File: src/hw/arb_pkg.sv
`default_nettype none

package arb_pkg;

    // one-hot grant state of the read channel arbiter
    typedef enum logic [2:0] {
        ARB_IDLE  = 3'b001,
        ARB_FETCH = 3'b010,   // channel owned by instruction fetch
        ARB_LOAD  = 3'b100    // channel owned by data load
    } arb_state_t;

endpackage

`default_nettype wire

File: src/hw/mem_types_pkg.sv
`default_nettype none

package mem_types_pkg;

    // ------------------------------
    // core side
    // ------------------------------
    typedef logic [63:0] addr_t;   // byte address
    typedef logic [63:0] data_t;   // one memory word

    // [1:0] log2 of byte count, [2] set for zero extend
    typedef logic [2:0] ld_size_t;

    // ------------------------------
    // apb fill port
    // ------------------------------
    typedef logic [31:0] apb_addr_t;
    typedef logic [31:0] apb_data_t;

endpackage

`default_nettype wire
File: src/hw/rd_arbiter.sv
`timescale 1ns/1ps
`default_nettype none

module rd_arbiter
    import mem_types_pkg::*;
    import arb_pkg::*;
(
    input  wire         clk,
    input  wire         rst,

    // fetch side
    input  wire         if_valid_i,
    input  wire addr_t  if_addr_i,
    output logic        if_data_valid_o,
    output data_t       if_data_o,

    // load side
    input  wire         ls_valid_i,
    input  wire addr_t  ls_addr_i,
    output logic        ls_data_valid_o,
    output data_t       ls_data_o,

    // shared channel
    output logic        rd_addr_valid_o,
    output addr_t       rd_addr_o,
    input  wire         rd_data_valid_i,
    input  wire data_t  rd_data_i
);

    arb_state_t state_q;
    arb_state_t state_d;
    logic       xfer_done_q;   // data pulse met a valid request last cycle
    logic       load_sel;
    logic       fetch_hold;

    // ------------------------------
    // grant state
    // ------------------------------
    always_ff @(posedge clk) begin
        if (rst) begin
            state_q     <= ARB_IDLE;
            xfer_done_q <= 1'b0;
        end else begin
            state_q     <= state_d;
            xfer_done_q <= rd_data_valid_i && rd_addr_valid_o;
        end
    end

    always_comb begin
        state_d = state_q;
        case (state_q)
            ARB_IDLE: begin
                if (ls_valid_i)
                    state_d = ARB_LOAD;   // load wins from idle
                else if (if_valid_i)
                    state_d = ARB_FETCH;
            end
            ARB_FETCH: begin
                if (xfer_done_q) begin
                    if (ls_valid_i)
                        state_d = ARB_LOAD;
                    else if (if_valid_i)
                        state_d = ARB_FETCH;
                    else
                        state_d = ARB_IDLE;
                end
            end
            ARB_LOAD: begin
                if (xfer_done_q) begin
                    if (if_valid_i)   // fetch gets its turn after a load
                        state_d = ARB_FETCH;
                    else if (ls_valid_i)
                        state_d = ARB_LOAD;
                    else
                        state_d = ARB_IDLE;
                end
            end
            default: state_d = ARB_IDLE;
        endcase
    end

    // ------------------------------
    // channel mux
    // ------------------------------
    assign load_sel = (state_q == ARB_LOAD);

    // in idle a pending load blocks the fetch so memory never serves the loser
    assign fetch_hold = (state_q == ARB_IDLE) && ls_valid_i;

    assign rd_addr_valid_o = load_sel ? ls_valid_i : (if_valid_i && !fetch_hold);
    assign rd_addr_o       = load_sel ? ls_addr_i  : if_addr_i;

    assign if_data_o = rd_data_i;
    assign ls_data_o = rd_data_i;

    assign if_data_valid_o = !load_sel && rd_data_valid_i;
    assign ls_data_valid_o = load_sel && rd_data_valid_i;

endmodule

`default_nettype wire

File: config.mk
export PLATFORM = sky130hd
export DESIGN_NAME = rd_arbiter
export DESIGN_NICKNAME = d
export VERILOG_FILES = /design/src/hw/arb_pkg.sv /design/src/hw/mem_types_pkg.sv /design/src/hw/rd_arbiter.sv
export SDC_FILE = /design/constraint.sdc
export NUM_CORES = 1
export LEC_CHECK = 0
export BUFFER_PORTS_ARGS = -buffer_cell sky130_fd_sc_hd__buf_2
export CORE_AREA = 2 2 153 155
export DETAILED_ROUTE_END_ITERATION = 7
export DIE_AREA = 0 0 155 157
export MAX_ROUTING_LAYER = met4
export PLACE_DENSITY_LB_ADDON = 0.3
export SLEW_MARGIN = 20
export SYNTH_ARGS = -nofsm -noshare
export SYNTH_HDL_FRONTEND = slang
export SYNTH_SLANG_ARGS = --single-unit
File: constraint.sdc
create_clock -name clk -period 2.57 [get_ports clk]
set_clock_uncertainty 0.05 [all_clocks]
set_input_delay 0.3855 -clock clk [delete_from_list [all_inputs] [get_ports clk]]
set_output_delay 0.3855 -clock clk [all_outputs]
set_load 0.05 [all_outputs]
Yosys cells after proc, flatten, opt, wreduce, memory -nomap -nowiden:

Index checks and enable logic that the tools add are counted.

* register bits: 4
* output and inout bits: 195
* logic and storage cells: 27

* multiplexer cells: 11
* equality and inequality tests: 6
* reductions and logical operators: 8

Operators by type and width (count)
* 64-bit 2-to-1 mux: 1
* 3-bit 2-to-1 mux: 7
* 3-bit case mux with 3 select lines: 1
* 1-bit logical AND: 5
* 2-bit inequality test, second input constant: 2
* 3-bit by 1-bit == test with 1-bit output, second input constant: 1
* 3-bit by 2-bit == test with 1-bit output, second input constant: 1
* 3-bit == test, second input constant: 1
* 3-bit inequality test, second input constant: 1
* 3-bit AND reduction: 1
* 1-bit logical NOT: 2
* 2-bit 2-to-1 mux: 1
* 1-bit 2-to-1 mux: 1

Longest topological paths before layout:

* depth in word-level cells: 6
* depth in mapped cells: 6

Worst setup path after synthesis:

Ideal clock, no wire load.

* kind: reg2out
* start point: register state_q[1]
* end point: output port rd_addr_valid_o
* required time: 2.135 ns
* path slack: 0.479 ns
* arrival time: 1.655 ns
* cell stages (with the launch flop): 4
* cells stage by stage: dfxtp_1 -> buf_2 -> o21ba_1 -> nor4_2

* cells in the longest elaborated chain, start to end: 5
* elaborated cells between the ends (all ways): 6
* classes of those cells: eq/ne: 2; mux: 1; reduce/logical: 3

Ends and longest elaborated chain
* start, declared: RTL line rd_arbiter.sv:30 `arb_state_t state_q;`
* start signal, assigned: RTL line rd_arbiter.sv:44 `state_q <= state_d;`
* 3-bit by 1-bit == test with 1-bit output: RTL line rd_arbiter.sv:88 `assign fetch_hold = (state_q == ARB_IDLE) && ls_valid_i;`
* 1-bit logical AND: RTL line rd_arbiter.sv:88
* 1-bit logical NOT: RTL line rd_arbiter.sv:90 `assign rd_addr_valid_o = load_sel ? ls_valid_i : (if_valid_i && !fetch_hold);`
* 1-bit logical AND: RTL line rd_arbiter.sv:90
* 1-bit 2-to-1 mux *: RTL line rd_arbiter.sv:90
* end, declared: RTL line rd_arbiter.sv:24 `output logic rd_addr_valid_o,`

Mark *: on every way between the ends. The rest lies on a longest branch, timed or not.

Worst setup path in the final report:

* start point: register state_q[2]
* end point: output port rd_addr_o[50]

* cells in the longest elaborated chain, start to end: 2

Ends and longest elaborated chain
* 3-bit == test: RTL line rd_arbiter.sv:85 `assign load_sel = (state_q == ARB_LOAD);`
* 64-bit 2-to-1 mux: RTL line rd_arbiter.sv:91 `assign rd_addr_o = load_sel ? ls_addr_i : if_addr_i;`
* end, declared: RTL line rd_arbiter.sv:25 `output addr_t rd_addr_o,`

Every way passes these cells.

==> results.ini <==
[outcome]
status = completed

[worst_setup_path]
rr_worst_depth = 5
critical_path_class = reg2out
crit_required_ns = 2.13
rr_endpoint = state_q[1]
rr_startpoint = state_q[2]
cp_max_fo = 33
rrSetupSlack_ns = 1.03
crit_path_start_kind = flip-flop
cp.arrival_ns = 2.02
end_kind = primary output

[placement]
placed_cell_area_sq_mm = 0.00240
dpl.hpwl_um = 6540
preCtsSetupSlack_ns = 0.316
placed_cells = 585
gp_congestion = 0.792
portBuffers = 199

[pwr]
powerDensity_mw_per_mm2 = 360
peakVddDrop_mv = 0.209
power_leakage_nw = 1.21

[min_path]
min-delay-path-class = in2reg
hold_end = state_q[2]
hold_start = rst
holdPathStages = 2

[die]
rows = 55
initial_core_util = 0.0910
boundaryPins = 392
core_sq_mm = 0.0225
dieArea_sq_mm = 0.0243
fp.dieW_um = 155
die_h_um = 157

[sta]
hold_viol = 0
worstMarginPinSlew_ns = 0.376
final.setup.tns_ns = 0
setup_violations = 0
finalCritPeriodShare = 0.956
holdWs_ns = 0.362
maxSlewHeadroom = 0.743
fin_ws_ns = 0.112
fin_crit_ns = 2.46
fmax_ghz = 0.407
final_max_slew_viol_count = 0
rsz0062_at_grt = no

[synthesis]
ys_seq_area_frac = 0.0391
synth-edff-count = 0
syn_inst = 236
ys_warn_count = 0
synthArstFlopShare = 0
synth.avg_cell_area_sq_um = 8.67
synth_area_leaders = buf_4 47%, mux2_2 20%, mux2_1 15%
synthFlopType = dfxtp_1
synth_seq_cells = 4
netlist_area_sq_mm = 0.00205
synth_top_cell_area_share = 0.473
synth_common_cells = 129 x buf_4, 37 x mux2_2, 27 x mux2_1, 6 x buf_2
yosysTopAreaCell = buf_4
synth.distinct_cells = 29
yosysMostFrequentCell = buf_4
synth_nets = 433

[detailed_routing]
wl_um = 7730
antenna_left = 0
drt-wirelength-per-cell_um = 13.0
vias_per_cell = 2.97
drcViolationCount = 0
drtPass1Iterations = 4
drt_iter0_markers = 57
vias = 1772

[cts]
cts_buffers = 3
clkTransAtPathRegs_ns = 0.03
cts-root-buf = clkbuf_16
cts_tree = done
htree_num_levels = 1
cts.sinks = 4
clk_path_buf_depth = 2
insertion_delay_ns = 0.22
postCtsHoldBufs = 0

[final_layout]
finalNonFillerCells = 596
drive_gt1_frac = 0.807
postLayoutCellArea_sq_mm = 0.00252
multiInputGateArea_sq_um = 923
fin_nets = 505
area_growth_pct = 23.3
regArea_sq_um = 80.1
num-fill-cells = 2615

[global_route]
grt_use_total = 0.0557
antenna_found_initial = 4
grt_pass1_wl_um = 10200
grt_pass1_vias = 1736
grt_max_degree = 68
gr-total-overflow = 0

[run]
cap_violations = 0

-- stage by stage --
stage / total power [mW] / util
global route: 0.953 / 0.112
global placement: 0.663 / 0.107
CTS: 0.915 / 0.110
finish: 0.910 / 0.112
detailed placement: 0.660 / 0.107
floorplan: 1.02 / -
-- power by group --
| part | switching, mW | internal, mW |
|---|---|---|
| Combinational | 0.383 | 0.203 |
| Sequential | 0.00918 | 0.0685 |
| Clock | 0.0468 | 0.199 |
| Total | 0.439 | 0.471 |
-- sequential cells by signal, summed over array words and instances, names as in the netlist --
| signal | count |
|---|---|
| xfer_done_q | 1 |
| state_q | 3 |
-- worst max path at each step --
stage               startpoint               to  slack, ns
CTS                 state_q[2]     rd_addr_o[0]       0.08
global placement    state_q[2]     rd_addr_o[0]       0.33
floorplan           state_q[1]  rd_addr_valid_o       0.48
finish              state_q[2]    rd_addr_o[50]       0.11
global route        state_q[2]    rd_addr_o[58]      0.009
detailed placement  state_q[2]     rd_addr_o[0]       0.32
-- cell usage in the layout, fill, tap and decap left out, types with 2 or more instances in the layout --
cell type  count
nor2_1         4
mux2_1        27
dfxtp_1        4
buf_2        199
diode_2        5
inv_1          3
nor2b_1        2
buf_4          4
mux2_2        37
nand4b_1       2
clkbuf_16      4
-- per-layer routing --
layer  global-route usage  up-vias  routed length [um]
met5                    -        -                   0
li1                     -      813                   -
met3               0.0270       14                1000
met4               0.0132        0                 135
met1               0.0505      778                2430
met2                0.105      167                4160
-- kinds of logic after synthesis --
logic type / after synthesis / share of synthesized area
buffers and inverters: 141 / 0.510
multiplexers: 64 / 0.352
AND/OR/NAND/NOR: 19 / 0.0666
AO/OA/AOI/OAI: 7 / 0.0281
flip-flops: 4 / 0.0391
XOR/XNOR: 1 / 0.00428
-- final cells by class --
cell class / count / area share
flip-flops and latches: 4 / 0.0317
multi-input cells: 91 / 0.366
clock buffers: 3 / 0.0297
diodes: 5 / 0.00496
repair buffers: 205 / 0.422
inverters: 3 / 0.00446
well taps: 285 / 0.141
-- worst max-delay path: stages, from the launching register on --
cell and delay [ns]:
dfxtp_1 0.51, nor3b_4 0.27, buf_4 0.16, buf_8 0.25, mux2_1 0.36, buf_2 0.22
-- what timing repair did --
item,in CTS,in global routing
endpoints found under the setup margin,0,1
buffers inserted,0,2
resized for setup,0,3
Power figures use the tool's default switching activity.
