File: config.mk
export PLATFORM = sky130hd
export DESIGN_NAME = load_align
export DESIGN_NICKNAME = d
export VERILOG_FILES = /design/src/hw/mem_types_pkg.sv /design/src/hw/load_align.sv
export SDC_FILE = /design/constraint.sdc
export NUM_CORES = 1
export LEC_CHECK = 0
export BUFFER_PORTS_ARGS = -buffer_cell sky130_fd_sc_hd__clkbuf_2
export CAP_MARGIN = 40
export CORE_AREA = 2 2 104 106
export DETAILED_ROUTE_END_ITERATION = 6
export DIE_AREA = 0 0 106 108
export PLACE_DENSITY = 0.66
export RECOVER_POWER = 50
export SLEW_MARGIN = 10
export SYNTH_ARGS = -nofsm -noshare
export SYNTH_HDL_FRONTEND = slang
export SYNTH_SLANG_ARGS = --single-unit
File: constraint.sdc
create_clock -name vclk -period 2.2
set_clock_uncertainty 0.05 [all_clocks]
set_input_delay 0.33 -clock vclk [all_inputs]
set_output_delay 0.33 -clock vclk [all_outputs]
set_load 0.05 [all_outputs]
File: src/hw/mem_types_pkg.sv
`default_nettype none

package mem_types_pkg;

    // ------------------------------
    // core side
    // ------------------------------
    typedef logic [63:0] addr_t;   // byte address
    typedef logic [63:0] data_t;   // one memory word

    // [1:0] log2 of byte count, [2] set for zero extend
    typedef logic [2:0] ld_size_t;

    // ------------------------------
    // apb fill port
    // ------------------------------
    typedef logic [31:0] apb_addr_t;
    typedef logic [31:0] apb_data_t;

endpackage

`default_nettype wire
File: src/hw/load_align.sv
`timescale 1ns/1ps
`default_nettype none

module load_align
    import mem_types_pkg::*;
(
    // load request from the core
    input  wire            ld_valid_i,
    input  wire addr_t     ld_addr_i,
    input  wire ld_size_t  ld_size_i,
    output logic           ld_data_valid_o,
    output data_t          ld_data_o,
    output logic           ld_err_o,

    // word read toward the arbiter
    output logic           ls_valid_o,
    output addr_t          ls_addr_o,
    input  wire            ls_data_valid_i,
    input  wire data_t     ls_data_i
);

    logic  misaligned;
    logic  sext;        // sign extend when size bit 2 is clear
    data_t shifted;
    data_t ext_data;

    always_comb begin
        case (ld_size_i[1:0])
            2'd0:    misaligned = 1'b0;
            2'd1:    misaligned = ld_addr_i[0];
            2'd2:    misaligned = |ld_addr_i[1:0];
            default: misaligned = |ld_addr_i[2:0];
        endcase
    end

    // ------------------------------
    // request side
    // ------------------------------
    assign ls_valid_o = ld_valid_i && !misaligned;
    assign ls_addr_o  = {ld_addr_i[63:3], 3'b000};
    assign ld_err_o   = ld_valid_i && misaligned;

    // ------------------------------
    // response side
    // ------------------------------
    assign sext    = !ld_size_i[2];
    assign shifted = ls_data_i >> {ld_addr_i[2:0], 3'b000};   // addressed byte to lane 0

    always_comb begin
        case (ld_size_i[1:0])
            2'd0:    ext_data = {{56{sext && shifted[7]}}, shifted[7:0]};
            2'd1:    ext_data = {{48{sext && shifted[15]}}, shifted[15:0]};
            2'd2:    ext_data = {{32{sext && shifted[31]}}, shifted[31:0]};
            default: ext_data = shifted;
        endcase
    end

    assign ld_data_valid_o = ls_data_valid_i || ld_err_o;
    assign ld_data_o       = ld_err_o ? '0 : ext_data;   // refused loads return zero

endmodule

`default_nettype wire

After elaboration in Yosys (flattened, before gate mapping)
Cells that the tools add are included.
- $add $sub $neg: 0
- $mul: 0
- divide/modulo/power cells: 0
- order comparisons: 0
- eq/ne operators: 2
- shift-type cells: 1
- mux-type cells: 3
- bitwise gates (word level): 0
- reductions and logical operators: 11
- operators by type and width (cell ; number):
    64-bit case mux with 3 select lines ; 1
    64-bit 2-to-1 mux ; 1
    64-bit by 6-bit >> shifter with 64-bit output ; 1
    1-bit logical AND ; 5
    1-bit case mux with 3 select lines ; 1
    3-bit OR reduction ; 1
    2-bit by 1-bit == test with 1-bit output, second input constant ; 1
    2-bit == test, second input constant ; 1
    1-bit zero test ; 2
    2-bit zero test ; 1
    2-bit OR reduction ; 1
    1-bit logical OR ; 1
- register bits after elaboration: 0
- bits in latches: 0
- bits in writable memories: 0
- memory bits (read-only): 0
- bits of input ports: 133
- output and inout bits: 131
- memories: 0

Depth between registers and ports, before layout
- word-level depth: 4
- gate-level depth with buffers: 9

Worst setup path after synthesis
OpenSTA, ideal clock, no wires.
- path kind: in2out
- from: input ld_addr_i[0]
- to: output ld_data_o[32]
- arrival time: 2611 ps
- required time: 1820 ps
- slack: -791 ps
- stages on the path: 8
- buffers on the path: 3
- cells stage by stage: buf_6 -> mux2i_1 -> mux4_2 -> or3_1 -> buf_6 -> o211a_2 -> buf_2 -> a21oi_1
- longest elaborated chain between the ends: 4
- ends and longest elaborated chain (item ; RTL line ; RTL):
    from (decl) ; load_align.sv:9 ; input wire addr_t ld_addr_i,
    64-bit by 6-bit >> shifter with 64-bit output (tied with other cells) ; load_align.sv:47 ; assign shifted = ls_data_i >> {ld_addr_i[2:0], 3'b000};
    1-bit logical AND (tied with other cells) ; load_align.sv:53 ; 2'd2: ext_data = {{32{sext && shifted[31]}}, shifted[31:0]};
    64-bit case mux with 3 select lines or 1-bit logical AND (tied branches) ; load_align.sv:50, load_align.sv:41 ;
    64-bit 2-to-1 mux (*) ; load_align.sv:59 ; assign ld_data_o = ld_err_o ? '0 : ext_data;
    to (decl) ; load_align.sv:12 ; output data_t ld_data_o,
Every way passes the cells marked *; elsewhere a longest branch is shown, timed or not.

Final worst setup path
- from: input ld_addr_i[0]
- to: output ld_data_o[10]
- longest elaborated chain between the ends: 4
- ends and longest elaborated chain (item ; RTL line):
    64-bit by 6-bit >> shifter with 64-bit output (tied with other cells) ; load_align.sv:47
    1-bit logical AND or 1-bit case mux with 3 select lines (tied branches) ; load_align.sv:51, load_align.sv:28
    64-bit case mux with 3 select lines or 1-bit logical AND (tied branches) ; load_align.sv:50, load_align.sv:41
    64-bit 2-to-1 mux (*) ; load_align.sv:59
Marks and branches as above.

==> results.md <==
Power:
- The cell area power density is 381 mW/mm^2.
- IR analysis of the VDD net gives a maximum drop of 0.000176 V.
- The static leakage is 0.00223 uW.

Finish:
- Once layout is complete, the cells apart from fillers number 631.
- The number of fillers in the final layout is 870.
- The final-stage net count is 630.
- Across the whole layout, storage elements account for 0 um^2.
- Leaving out fill and tap cells, the most frequent cells in the layout are sky130_fd_sc_hd__clkbuf_2 (71), sky130_fd_sc_hd__buf_4 (64), sky130_fd_sc_hd__buf_12 (62), sky130_fd_sc_hd__a21oi_4 (43), sky130_fd_sc_hd__nand2_1 (28).
- Of the cells placed in the final design, the portion with a size suffix greater than 1 is 68.5%.
- The leading cell type in the layout, fill and taps excluded is sky130_fd_sc_hd__clkbuf_2.
- The clock buffer count in the final layout is 0.
- The design has 0 sequential cells.
- The number of antenna cells inserted is 0.
- From synthesis to final layout, the design area changed by 90.2%.

Floorplanning:
- The core region is 0.0102 mm^2.
- In this run the count of I/O pins placed on the die edge is 264.
- The floorplan step set the die width to 106 um.
- The area enclosed by the die boundary is 0.0114 mm^2.
- The floorplan step set the die height to 108 um.
- The number of rows in the core area is 37.
- The initial core utilization is 27.9%.

Placement:
- Once detailed placement completed, the half-perimeter wirelength came to 9.82 mm.
- Routability-driven placement finished with a final weighted congestion of 0.966.
- The total placed cells including tap cells is 616.
- Input and output buffers added on the ports amount to 139.

Logic synthesis:
- The mean instance size in the synthesized netlist is 7.50 um^2.
- The sequential fraction of the synthesis area is 0%.
- The synthesized instance count is 380.
- Summed over its instances, the top area cell type makes up 17.1% of the synthesized netlist area.
- The number of different library cells in the post-synthesis netlist is 41.
- The area of the mapped netlist is 0.00285 mm^2.
- The synthesized design spends more area on one cell type than any other, namely sky130_fd_sc_hd__buf_4.
- By area the synthesized netlist is led by sky130_fd_sc_hd__buf_4 (17%), sky130_fd_sc_hd__mux4_2 (15%), sky130_fd_sc_hd__mux2i_1 (15%).
- The synthesis warning total is 0.

Timing:
- In the post-route analysis, the smallest setup slack over all paths is -338 ps.
- The setup TNS is -16600 ps.
- The number of slew-limit violations in the final report was 0.
- The number of failing hold endpoints at the final stage is 0.
- The time the worst path needs with I/O delays and setup is 2540 ps.
- The headroom to the max-slew limit is 65.6%.
- Setup repair after global routing could not meet its margin everywhere.
- Static timing analysis puts the maximum clock frequency at 394 MHz.
- Setup violations remaining at the end of the flow were counted as 59.
- In the finished design, the share of the clock period the worst path needs comes to 115%.
- The slew of the pin with the lowest slew margin is 511 ps.

Worst setup path:
- The critical path is of the input pin to output pin type.
- Data on the critical path arrives at its endpoint at 2160 ps.
- Together, buffers and inverters on the worst path number 5.
- Data on the critical path is required at its endpoint by 1820 ps.
- The critical path launch point type is an input pin.
- Walking the worst path, the cells encountered are buf_12 > mux2i_2 > mux4_2 > or3_4 > buf_4 > buf_6 > buf_6 > a21oi_4 > buf_12.
- The dominant delay contributor by cell family on the critical path is multiplexers.
- The largest individual stage delay along the critical path comes from the cell sky130_fd_sc_hd__mux4_2.
- The highest fanout seen on the critical path is 6.
- On the worst path, the slowest cell contributes a delay of 500 ps.
- The endpoint type of the worst setup path is an output pin.

Worst hold path:
- In this run the worst hold path is classified as input pin to output pin.

Clocking:
- Buffers inserted to repair hold after CTS numbered 0.

Global route:
- The total congestion overflow is 0.
- Entering global routing, the biggest net connects 29 pins.
- The number of antenna violations at the first check in global routing was 0.
- The number of global-route vias before repair is 3492.
- The global-route wire length before repair is 19.3 mm.
- In the global route stage, overall resource usage came out at 20.8%.

Job:
- The max-capacitance violation count is 0.

Detailed routing:
- The total number of vias is 3394.
- The total wire length after detailed routing is 12.7 mm.
- The count of nets left with antenna violations after detail routing is 0.
- In the routed layout, each cell is associated on average with a via count of 5.38.
- The number of violations reported at the end of detailed-routing iteration 0 is 149.
- The number of DRC violations after detailed routing is 0.
- In the final routed layout, each cell accounts on average for 20.1 um.
- The first-pass iteration count of the detailed router is 4.

Status:
- The flow ran to the end, but the final reports show violations.
- The checks that failed: setup timing.
==> metrics by stage <==
| stage | util, % | total power, uW | hold slack (ps) | worst slack, ps | instance area (um^2) |
|---|---|---|---|---|---|
| floorplan | - | 1430 | 777 | -475 | 3450 |
| global placement | 48.1 | 1890 | 610 | -443 | 4920 |
| detailed placement | 48.1 | 1900 | 610 | -494 | 4920 |
| CTS | 51.8 | 2020 | 610 | -323 | 5300 |
| global route | 53.0 | 2150 | 610 | -378 | 5420 |
| finish | 53.0 | 2060 | 610 | -338 | 5420 |
==> synthesized netlist by cell type (all sizes together), types with 2 or more instances <==
library cell,number
inv,3
o22ai,6
nand2b,16
nor2,18
a21oi,51
nor3,3
nand2,28
buf,85
or2,3
mux2,12
mux4,19
o32ai,2
nor2b,17
mux2i,42
and3,4
a211oi,11
and2,3
o2bb2ai,11
a2bb2oi,3
clkbuf,18
o21ai,14
==> layout make-up <==
| class | instances | area, um^2 | share of cell area, % |
|---|---|---|---|
| multi-input combinational | 276 | 2880 | 53.1 |
| timing repair buffer | 216 | 2360 | 43.6 |
| inverter | 3 | 11.3 | 0.208 |
| tap | 136 | 170 | 3.14 |
==> power breakdown <==
group	internal [uW]	switching, uW
logic	944	1120
registers	0	0
clock network	0	0
==> timing repair <==
| action | CTS | global route |
|---|---|---|
| gates cloned | 2 | 2 |
| setup buffers | 10 | 2 |
| resized for setup | 49 | 30 |
| pin swaps | 0 | 2 |
| endpoints found under the setup margin | 66 | 66 |
==> per-layer routing <==
metal  part of all wire (%)  wire length (um)  track usage (%)  vias to the layer above
li1                       -                 -                -                     1543
met1                     39              4920             26.7                     1615
met2                     48              6100             35.8                      185
met3                     10              1300             4.70                       51
met4                    3.1               391             4.98                        0
met5                      0                 0                0                        -
==> final timing paths <==
path	cells after the start	slack, ps	to	from
setup / recovery	9	-340	ld_data_o[10]	ld_addr_i[0]
hold / removal	0	610	ls_addr_o[26]	ld_addr_i[26]
==> cells by family (layout without fill, tap and decap cells) <==
family                 after synthesis  in the layout  share of synthesized area [%]
other                                1              3                          0.132
AOI/OAI and AO/OA                  104            104                           24.0
and+or+nand+nor                     96             96                           17.0
buffers and inverters              106            219                           24.4
muxes                               73             73                           34.5
No activity file was read; power rests on OpenSTA's default activity.
